File: src/clock_pkg.sv
package clock_pkg;

	// ------------------------------
	// modes and edit position
	// ------------------------------
	typedef enum logic [1:0] {
		MODE_CLOCK,
		MODE_SET,	// time frozen, inc edits running time
		MODE_ALARM	// clock runs, inc edits alarm time
	} mode_e;

	typedef enum logic [1:0] {
		POS_SEC,
		POS_MIN,
		POS_HR
	} pos_e;

	typedef struct packed {
		logic [5:0] hr;
		logic [5:0] min;
		logic [5:0] sec;
	} hms_t;

	typedef struct packed {
		mode_e mode;
		pos_e  pos;
		logic  alarm_en;
	} ctrl_t;

	// raw levels or press events
	typedef struct packed {
		logic mode;
		logic pos;
		logic inc;
		logic alarm;
	} key_t;

	typedef struct packed {
		logic sec;
		logic scan;
		logic blink;
		logic key;
		logic tone;
	} tick_t;

	localparam int SEC_MAX = 59;
	localparam int MIN_MAX = 59;
	localparam int HR_MAX  = 23;

endpackage

File: src/disp_pkg.sv
package disp_pkg;

	localparam int NUM_DIGITS = 6;

	typedef logic [6:0] seg_t;	// a..g, 1 = lit
	typedef logic [3:0] bcd_t;
	typedef logic [NUM_DIGITS-1:0] dig_en_t;	// active low
	typedef seg_t [0:NUM_DIGITS-1] six_seg_t;

	localparam seg_t SEG_BLANK = 7'b000_0000;

	// ------------------------------
	// digit patterns 0..9
	// ------------------------------
	localparam seg_t SEG_NUM [0:9] = '{
		7'b111_1110, 7'b011_0000, 7'b110_1101, 7'b111_1001, 7'b011_0011,
		7'b101_1011, 7'b101_1111, 7'b111_0000, 7'b111_1111, 7'b111_0011
	};

endpackage

File: src/alarm_buzz.sv
`timescale 1ns/1ps

module alarm_buzz (
	input  logic             clk,
	input  logic             rst_n,
	input  clock_pkg::tick_t i_tick,
	input  clock_pkg::ctrl_t i_ctrl,
	input  clock_pkg::hms_t  i_time,
	input  clock_pkg::hms_t  i_alarm_time,
	output logic             o_alarm,
	output logic             o_buzz
);

logic hit;

assign hit = (i_time == i_alarm_time);

// latch holds until alarm disabled
always_ff @(posedge clk or negedge rst_n) begin
	if (!rst_n)
		o_alarm <= 1'b0;
	else if (!i_ctrl.alarm_en)
		o_alarm <= 1'b0;
	else if (hit)
		o_alarm <= 1'b1;
end

// square wave, cleared on the same edge as the latch
always_ff @(posedge clk or negedge rst_n) begin
	if (!rst_n)
		o_buzz <= 1'b0;
	else if (!i_ctrl.alarm_en || !o_alarm)
		o_buzz <= 1'b0;
	else if (i_tick.tone)
		o_buzz <= ~o_buzz;
end

a_buzz_quiet: assert property (@(posedge clk) disable iff (!rst_n) !o_alarm |-> !o_buzz);

endmodule

File: src/clock_top.sv
`timescale 1ns/1ps

module clock_top #(
	parameter int SEC_DIV   = 50_000_000,	// 1 Hz at 50 MHz
	parameter int SCAN_DIV  = 50_000,
	parameter int BLINK_DIV = 12_500_000,
	parameter int KEY_DIV   = 500_000,	// 100 Hz key sampling
	parameter int TONE_DIV  = 25_000	// 1 kHz tone
) (
	input  logic              clk,
	input  logic              rst_n,
	input  clock_pkg::key_t   i_key,
	output disp_pkg::seg_t    o_seg,
	output disp_pkg::dig_en_t o_dig_en,
	output logic              o_alarm,
	output logic              o_buzz
);

clock_pkg::tick_t   tick;
clock_pkg::ctrl_t   ctrl;
logic               inc;
clock_pkg::hms_t    cur_time;
clock_pkg::hms_t    alarm_time;
disp_pkg::six_seg_t segs;

tick_gen #(
	.SEC_DIV   (SEC_DIV),
	.SCAN_DIV  (SCAN_DIV),
	.BLINK_DIV (BLINK_DIV),
	.KEY_DIV   (KEY_DIV),
	.TONE_DIV  (TONE_DIV)
) u_tick_gen (.clk(clk), .rst_n(rst_n), .o_tick(tick));

key_ctrl u_key_ctrl (
	.clk(clk), .rst_n(rst_n), .i_key(i_key), .i_tick(tick),
	.o_ctrl(ctrl), .o_inc(inc)
);

time_core u_time_core (
	.clk(clk), .rst_n(rst_n), .i_tick(tick), .i_ctrl(ctrl), .i_inc(inc),
	.o_time(cur_time), .o_alarm_time(alarm_time)
);

alarm_buzz u_alarm_buzz (
	.clk(clk), .rst_n(rst_n), .i_tick(tick), .i_ctrl(ctrl), .i_time(cur_time),
	.i_alarm_time(alarm_time), .o_alarm(o_alarm), .o_buzz(o_buzz)
);

disp_fmt u_disp_fmt (
	.clk(clk), .rst_n(rst_n), .i_tick(tick), .i_ctrl(ctrl), .i_time(cur_time),
	.i_alarm_time(alarm_time), .o_segs(segs)
);

disp_scan u_disp_scan (
	.clk(clk), .rst_n(rst_n), .i_tick(tick), .i_segs(segs),
	.o_seg(o_seg), .o_dig_en(o_dig_en)
);

endmodule

File: src/disp_fmt.sv
`timescale 1ns/1ps

module disp_fmt (
	input  logic               clk,
	input  logic               rst_n,
	input  clock_pkg::tick_t   i_tick,
	input  clock_pkg::ctrl_t   i_ctrl,
	input  clock_pkg::hms_t    i_time,
	input  clock_pkg::hms_t    i_alarm_time,
	output disp_pkg::six_seg_t o_segs
);

logic            blink_ph;	// 0 = selected pair dark
logic            editing;
clock_pkg::hms_t shown;

function automatic disp_pkg::seg_t seg_of(input disp_pkg::bcd_t d);
	return (d <= 4'd9) ? disp_pkg::SEG_NUM[d] : disp_pkg::SEG_BLANK;
endfunction

always_ff @(posedge clk or negedge rst_n) begin
	if (!rst_n)
		blink_ph <= 1'b0;
	else if (i_tick.blink)
		blink_ph <= ~blink_ph;
end

assign shown = (i_ctrl.mode == clock_pkg::MODE_ALARM) ? i_alarm_time : i_time;
assign editing = (i_ctrl.mode == clock_pkg::MODE_SET) ||
	(i_ctrl.mode == clock_pkg::MODE_ALARM);

// ------------------------------
// split, decode, blank
// ------------------------------
always_comb begin
	logic [5:0]     val;
	disp_pkg::bcd_t dig;
	for (int i = 0; i < disp_pkg::NUM_DIGITS; i++) begin
		case (i / 2)
			0:       val = shown.sec;
			1:       val = shown.min;
			default: val = shown.hr;
		endcase
		if (i % 2 == 0)
			dig = disp_pkg::bcd_t'(val % 10);	// ones
		else
			dig = disp_pkg::bcd_t'(val / 10);
		if (editing && !blink_ph && int'(i_ctrl.pos) == i / 2)
			o_segs[i] = disp_pkg::SEG_BLANK;
		else
			o_segs[i] = seg_of(dig);
	end
end

endmodule

File: src/disp_scan.sv
`timescale 1ns/1ps

module disp_scan (
	input  logic               clk,
	input  logic               rst_n,
	input  clock_pkg::tick_t   i_tick,
	input  disp_pkg::six_seg_t i_segs,
	output disp_pkg::seg_t     o_seg,
	output disp_pkg::dig_en_t  o_dig_en
);

localparam int IDX_W = $clog2(disp_pkg::NUM_DIGITS);

logic [IDX_W-1:0] idx;	// digit being driven

always_ff @(posedge clk or negedge rst_n) begin
	if (!rst_n) begin
		idx <= '0;
	end else if (i_tick.scan) begin
		if (idx == IDX_W'(disp_pkg::NUM_DIGITS - 1))
			idx <= '0;
		else
			idx <= idx + 1'b1;
	end
end

// one low enable, pattern of that digit
assign o_dig_en = ~(disp_pkg::dig_en_t'(1) << idx);
assign o_seg = i_segs[idx];

a_one_digit: assert property (@(posedge clk) disable iff (!rst_n) $onehot(~o_dig_en));

endmodule

File: src/key_ctrl.sv
`timescale 1ns/1ps

module key_ctrl (
	input  logic             clk,
	input  logic             rst_n,
	input  clock_pkg::key_t  i_key,
	input  clock_pkg::tick_t i_tick,
	output clock_pkg::ctrl_t o_ctrl,
	output logic             o_inc
);

clock_pkg::key_t samp_1;	// newest sample
clock_pkg::key_t samp_2;
clock_pkg::key_t press;

// ------------------------------
// sampling and press detect
// ------------------------------
always_ff @(posedge clk or negedge rst_n) begin
	if (!rst_n) begin
		samp_1 <= '0;
		samp_2 <= '0;
		press <= '0;
	end else begin
		press <= '0;
		if (i_tick.key) begin
			samp_1 <= i_key;
			samp_2 <= samp_1;
			// second high sample after a low one
			press <= clock_pkg::key_t'(i_key & samp_1 & ~samp_2);
		end
	end
end

// ------------------------------
// mode, position, alarm enable
// ------------------------------
always_ff @(posedge clk or negedge rst_n) begin
	if (!rst_n) begin
		o_ctrl.mode <= clock_pkg::MODE_CLOCK;
		o_ctrl.pos <= clock_pkg::POS_SEC;
		o_ctrl.alarm_en <= 1'b0;
	end else begin
		if (press.mode) begin
			case (o_ctrl.mode)
				clock_pkg::MODE_CLOCK: o_ctrl.mode <= clock_pkg::MODE_SET;
				clock_pkg::MODE_SET:   o_ctrl.mode <= clock_pkg::MODE_ALARM;
				default:               o_ctrl.mode <= clock_pkg::MODE_CLOCK;
			endcase
		end
		if (press.pos) begin
			case (o_ctrl.pos)
				clock_pkg::POS_SEC: o_ctrl.pos <= clock_pkg::POS_MIN;
				clock_pkg::POS_MIN: o_ctrl.pos <= clock_pkg::POS_HR;
				default:            o_ctrl.pos <= clock_pkg::POS_SEC;
			endcase
		end
		if (press.alarm)
			o_ctrl.alarm_en <= ~o_ctrl.alarm_en;
	end
end

assign o_inc = press.inc;

a_ctrl_legal: assert property (@(posedge clk) disable iff (!rst_n)
	o_ctrl.mode inside {clock_pkg::MODE_CLOCK, clock_pkg::MODE_SET, clock_pkg::MODE_ALARM}
	&& o_ctrl.pos inside {clock_pkg::POS_SEC, clock_pkg::POS_MIN, clock_pkg::POS_HR});

endmodule

File: src/tick_gen.sv
`timescale 1ns/1ps

module tick_gen #(
	parameter int SEC_DIV   = 50_000_000,
	parameter int SCAN_DIV  = 50_000,
	parameter int BLINK_DIV = 12_500_000,
	parameter int KEY_DIV   = 500_000,
	parameter int TONE_DIV  = 25_000
) (
	input  logic             clk,
	input  logic             rst_n,
	output clock_pkg::tick_t o_tick
);

// bit order of tick_t, tone is bit 0
localparam int DIV_TAB [5] = '{TONE_DIV, KEY_DIV, BLINK_DIV, SCAN_DIV, SEC_DIV};

logic [4:0] pulse;

genvar g;
generate
	for (g = 0; g < 5; g++) begin : g_div
		logic [31:0] cnt;

		always_ff @(posedge clk or negedge rst_n) begin
			if (!rst_n) begin
				cnt <= '0;
				pulse[g] <= 1'b0;
			end else if (cnt == 32'(DIV_TAB[g] - 1)) begin
				cnt <= '0;
				pulse[g] <= 1'b1;	// one cycle every DIV
			end else begin
				cnt <= cnt + 32'd1;
				pulse[g] <= 1'b0;
			end
		end
	end
endgenerate

assign o_tick = clock_pkg::tick_t'(pulse);

endmodule

File: src/time_core.sv
`timescale 1ns/1ps

module time_core (
	input  logic             clk,
	input  logic             rst_n,
	input  clock_pkg::tick_t i_tick,
	input  clock_pkg::ctrl_t i_ctrl,
	input  logic             i_inc,
	output clock_pkg::hms_t  o_time,
	output clock_pkg::hms_t  o_alarm_time
);

function automatic logic [5:0] wrap_inc(input logic [5:0] v, input int max);
	return (v >= max) ? 6'd0 : v + 6'd1;
endfunction

// set-mode edit, no carry into the next field
function automatic clock_pkg::hms_t bump_field(input clock_pkg::hms_t t,
		input clock_pkg::pos_e p);
	clock_pkg::hms_t r;
	r = t;
	case (p)
		clock_pkg::POS_SEC: r.sec = wrap_inc(t.sec, clock_pkg::SEC_MAX);
		clock_pkg::POS_MIN: r.min = wrap_inc(t.min, clock_pkg::MIN_MAX);
		default:            r.hr = wrap_inc(t.hr, clock_pkg::HR_MAX);
	endcase
	return r;
endfunction

// ------------------------------
// running time
// ------------------------------
always_ff @(posedge clk or negedge rst_n) begin
	if (!rst_n) begin
		o_time <= '0;
	end else if (i_ctrl.mode == clock_pkg::MODE_SET) begin
		if (i_inc)
			o_time <= bump_field(o_time, i_ctrl.pos);
	end else if (i_tick.sec) begin
		o_time.sec <= wrap_inc(o_time.sec, clock_pkg::SEC_MAX);
		if (o_time.sec == 6'(clock_pkg::SEC_MAX)) begin
			o_time.min <= wrap_inc(o_time.min, clock_pkg::MIN_MAX);
			if (o_time.min == 6'(clock_pkg::MIN_MAX))
				o_time.hr <= wrap_inc(o_time.hr, clock_pkg::HR_MAX);	// 23:59:59 wraps
		end
	end
end

// ------------------------------
// alarm time
// ------------------------------
always_ff @(posedge clk or negedge rst_n) begin
	if (!rst_n) begin
		o_alarm_time <= '0;
	end else if (i_ctrl.mode == clock_pkg::MODE_ALARM && i_inc) begin
		o_alarm_time <= bump_field(o_alarm_time, i_ctrl.pos);
	end
end

a_fields_in_range: assert property (@(posedge clk) disable iff (!rst_n)
	o_time.sec <= clock_pkg::SEC_MAX && o_time.min <= clock_pkg::MIN_MAX
	&& o_time.hr <= clock_pkg::HR_MAX
	&& o_alarm_time.sec <= clock_pkg::SEC_MAX && o_alarm_time.min <= clock_pkg::MIN_MAX
	&& o_alarm_time.hr <= clock_pkg::HR_MAX);

endmodule
File: config.mk
export PLATFORM = sky130hd
export DESIGN_NAME = clock_top
export DESIGN_NICKNAME = d
export VERILOG_FILES = /design/src/clock_pkg.sv /design/src/disp_pkg.sv /design/src/alarm_buzz.sv /design/src/clock_top.sv /design/src/disp_fmt.sv /design/src/disp_scan.sv /design/src/key_ctrl.sv /design/src/tick_gen.sv /design/src/time_core.sv
export SDC_FILE = /design/constraint.sdc
export NUM_CORES = 1
export LEC_CHECK = 0
export BUFFER_PORTS_ARGS = -buffer_cell sky130_fd_sc_hd__buf_2
export CORE_MARGIN = 3
export CORE_UTILIZATION = 44
export CTS_CLUSTER_DIAMETER = 100
export DETAILED_ROUTE_END_ITERATION = 16
export HOLD_SLACK_MARGIN = 0.06
export PLACE_DENSITY = 0.56
export SYNTH_ARGS = -nofsm -noshare
export SYNTH_HDL_FRONTEND = slang
export SYNTH_HIERARCHICAL = 1
export SYNTH_SLANG_ARGS = --single-unit
export TNS_END_PERCENT = 5
File: constraint.sdc
create_clock -name clk -period 7.6 [get_ports clk]
set_clock_uncertainty 0.1 [all_clocks]
set_input_delay 1.52 -clock clk [delete_from_list [all_inputs] [get_ports clk]]
set_output_delay 1.52 -clock clk [all_outputs]
set_load 0.03 [all_outputs]
==> impl_metrics.ini <==
[synth]
synth_edf_count = 0
yosys.area.top_type = dfrtp_1
ys_warn_count = 6
synth_top_flop_cell = dfrtp_1
syn-cell-area_sq_um = 13900
avgSynthCellArea_sq_um = 9.67
synthTopCellsByArea = dfrtp_1 (40%), xnor2_1 (6.2%), ha_1 (5.6%)
async_reset_ff_share_pct = 100
synth_cell_types = 99
synthCells = 1433
syn_nets = 1501
ys_ff_latch = 224
synth-seq-area-share_pct = 40.4
synth_top_area_share_pct = 40.4

[routing]
wl_met1_um = 14800
routed.top_layer = met4
wl_met3_um = 834
dr.pass1.iters = 4
wl_um = 29300
via_per_inst = 5.55
route.met2.wl_um = 13200
vias = 10512
first_iter_violations = 556
ant_nets = 0
drc_errors = 0
wl_per_cell_um = 15.5

[placement]
port_buffers = 20
dp_hpwl_um = 20400
dp.cells = 1835
dp_slack_ns = 0.213
gp_congestion = 0.817

[run_status]
outcome = finished clean

[job]
max_cap_viol_count = 0

[setup_path]
cp_max_fo = 8
path_class = register to output port
worstPathArrival_ns = 5.67
crit_required_ns = 5.98
cp-start-kind = register
endpoint_kind = output port

[layout]
antenna_cells = 0
nNetsFinal = 1546
area_delta_synth_final_pct = 11.9
drive_gt1_share_pct = 13.4
layout_commonest_cell = dfrtp_1
fin_cells = 1894
final_util_pct = 50.3
layout_common_cells = dfrtp_1 (224), nor2_1 (133), nand2_1 (116), xnor2_1 (95), nand3_1 (81)

[sta]
fin_hold_ws_ns = 0.339
drv_slew = 0
finalSetupViolCount = 0
rsz0062_at_grt = true
relSlewSlack_pct = 17.3
fin_ws_ns = 0.308
hold_viol_final = 0
worst_pin_slew_ns = 1.24
finalSetupTns_ns = 0
max_clock_freq_mhz = 137
fin_crit_ns = 7.29
timing.final.crit_share_pct = 95.9

[grt]
first_global_vias = 10070
grt_overflow = 0
grt.total_usage_pct = 17.4
grt_max_degree = 192
antenna_found_initial = 0
grt_pass1_wl_um = 49900

[clock_tree]
cts-root-buf = clkbuf_16
tritoncts = yes
clockBufferDepth = 3
insertion_delay_ns = 0.54
cts_inserted_buffers = 27
clkSinkCount = 224
clk_pin_slew_ns = 0.06
cts-htree-levels = 1

[min_path]
hp-class = register to register

[floorplan]
die_y_um = 183
core_area_sq_um = 30800
std_cell_rows = 64
die_w_um = 183
dieArea_sq_um = 33700
io_pins = 21
start_util_pct = 45.0

[power_and_ir_drop]
ir_drop_v = 0.000197
power.leakage_nw = 6.83
powerDensity_nw_per_um2 = 165
[what timing repair did]
action	4_1_cts	5_1_grt
resized for setup	5	28
endpoints found under the setup margin	7	7
hold buffers	0	0
buffers inserted	0	10
[final timing paths]
kind / to / slack [ns] / startpoint / cells past startpoint
worst max-delay path: o_seg[6] / 0.31 / u_key_ctrl/o_ctrl[3]$_DFFE_PN0P_ / 22
worst min-delay path: u_key_ctrl/press[3]$_DFF_PN0_ / 0.34 / u_key_ctrl/samp_2[3]$_DFFE_PN0P_ / 1
worst max register to register: u_tick_gen/g_div[2].cnt[19]$_DFF_PN0_ / 5.34 / u_tick_gen/g_div[2].cnt[7]$_DFF_PN0_ / 5
worst min register to register: u_key_ctrl/press[3]$_DFF_PN0_ / 0.34 / u_key_ctrl/samp_2[3]$_DFFE_PN0P_ / 1
max in group asynchronous: u_tick_gen/g_div[0].cnt[3]$_DFF_PN0_ / 5.20 / rst_n / 2
min in group asynchronous: u_disp_scan/idx[2]$_DFFE_PN0P_ / 0.75 / rst_n / 1
[layout make-up]
class | count | area, sq um
inverter | 65 | 250
sequential | 224 | 5610
timing repair buffer | 38 | 262
clock buffer | 39 | 801
fill | 2838 | 15300
clock inverter | 10 | 121
tap | 396 | 495
multi-input combinational | 1122 | 7970
[metal layers]
layer	global-route usage (%)	vias up
met4	3.96	0
li1	-	5226
met5	0	-
met2	27.7	137
met1	25.7	5115
met3	2.12	34
[synthesized netlist by cell type (all sizes together), types with 4 or more instances]
master	n
nor3	30
nor3b	9
a31oi	9
and3	31
or2	8
or3	10
nor2b	15
o211ai	5
inv	63
mux2	39
nand4	53
nand2b	19
a21o	9
a22oi	10
xnor2	98
mux2i	29
o22a	4
o22ai	6
nor4b	4
xor2	72
o32ai	5
nand3	81
nand2	117
or4	4
nor4	36
maj3	5
buf	21
nor2	135
o311ai	4
and2	16
o31ai	7
and4	11
dfrtp	224
ha	62
o21ai	73
o21a	5
a41oi	6
nand3b	5
a21oi	48
[flip-flops by register name, summed over array words and instances, names as in the netlist, 3 cells and up]
signal	flops
u_disp_scan/idx	3
u_key_ctrl/o_ctrl	5
u_key_ctrl/press	3
u_key_ctrl/samp_1	4
u_key_ctrl/samp_2	4
u_tick_gen/g_div.cnt	160
u_tick_gen/o_tick	5
u_time_core/o_alarm_time	18
u_time_core/o_time	18
[logic make-up after synthesis]
kind of cell	count (synthesis)	share of synthesized area [%]
AO/OA/AOI/OAI	224	10.8
XOR/XNOR	170	10.7
adder cells (fa/ha/maj)	67	5.97
buffers and inverters	87	3.00
flip-flops	224	40.4
multiplexers	68	5.82
AND/OR/NAND/NOR	593	23.3
[critical path, stage by stage, from the launching register on]
cell and delay (ns):
dfrtp_1 0.40, inv_1 0.10, ha_4 0.24, mux2i_4 0.33
clkinvlp_4 0.18, buf_4 0.16, ha_1 0.32, nand2b_1 0.17
o31a_1 0.27, a221o_1 0.37, a221oi_2 0.39, and3_2 0.32
o21ai_1 0.18, xnor2_2 0.22, ha_1 0.24, nor2_1 0.14
nor2_1 0.07, o21bai_2 0.23, a211oi_1 0.08, mux2_2 0.27
a22oi_1 0.13, o21ai_0 0.12, buf_2 0.19
[metrics by stage]
step | power (mW) | cell area, sq um
detailed placement | 1.27 | 14400
global route | 2.65 | 15500
floorplan | 1.23 | 13900
finish | 2.55 | 15500
global placement | 1.27 | 14400
CTS | 2.60 | 15300
[where the power goes]
part	total, mW	internal (mW)	switching, mW
Combinational	0.0476	0.0115	0.0361
Sequential	1.20	1.19	0.00126
Clock	1.31	0.800	0.508
Total	2.55	2.01	0.546
Power figures use the tool's default switching activity.
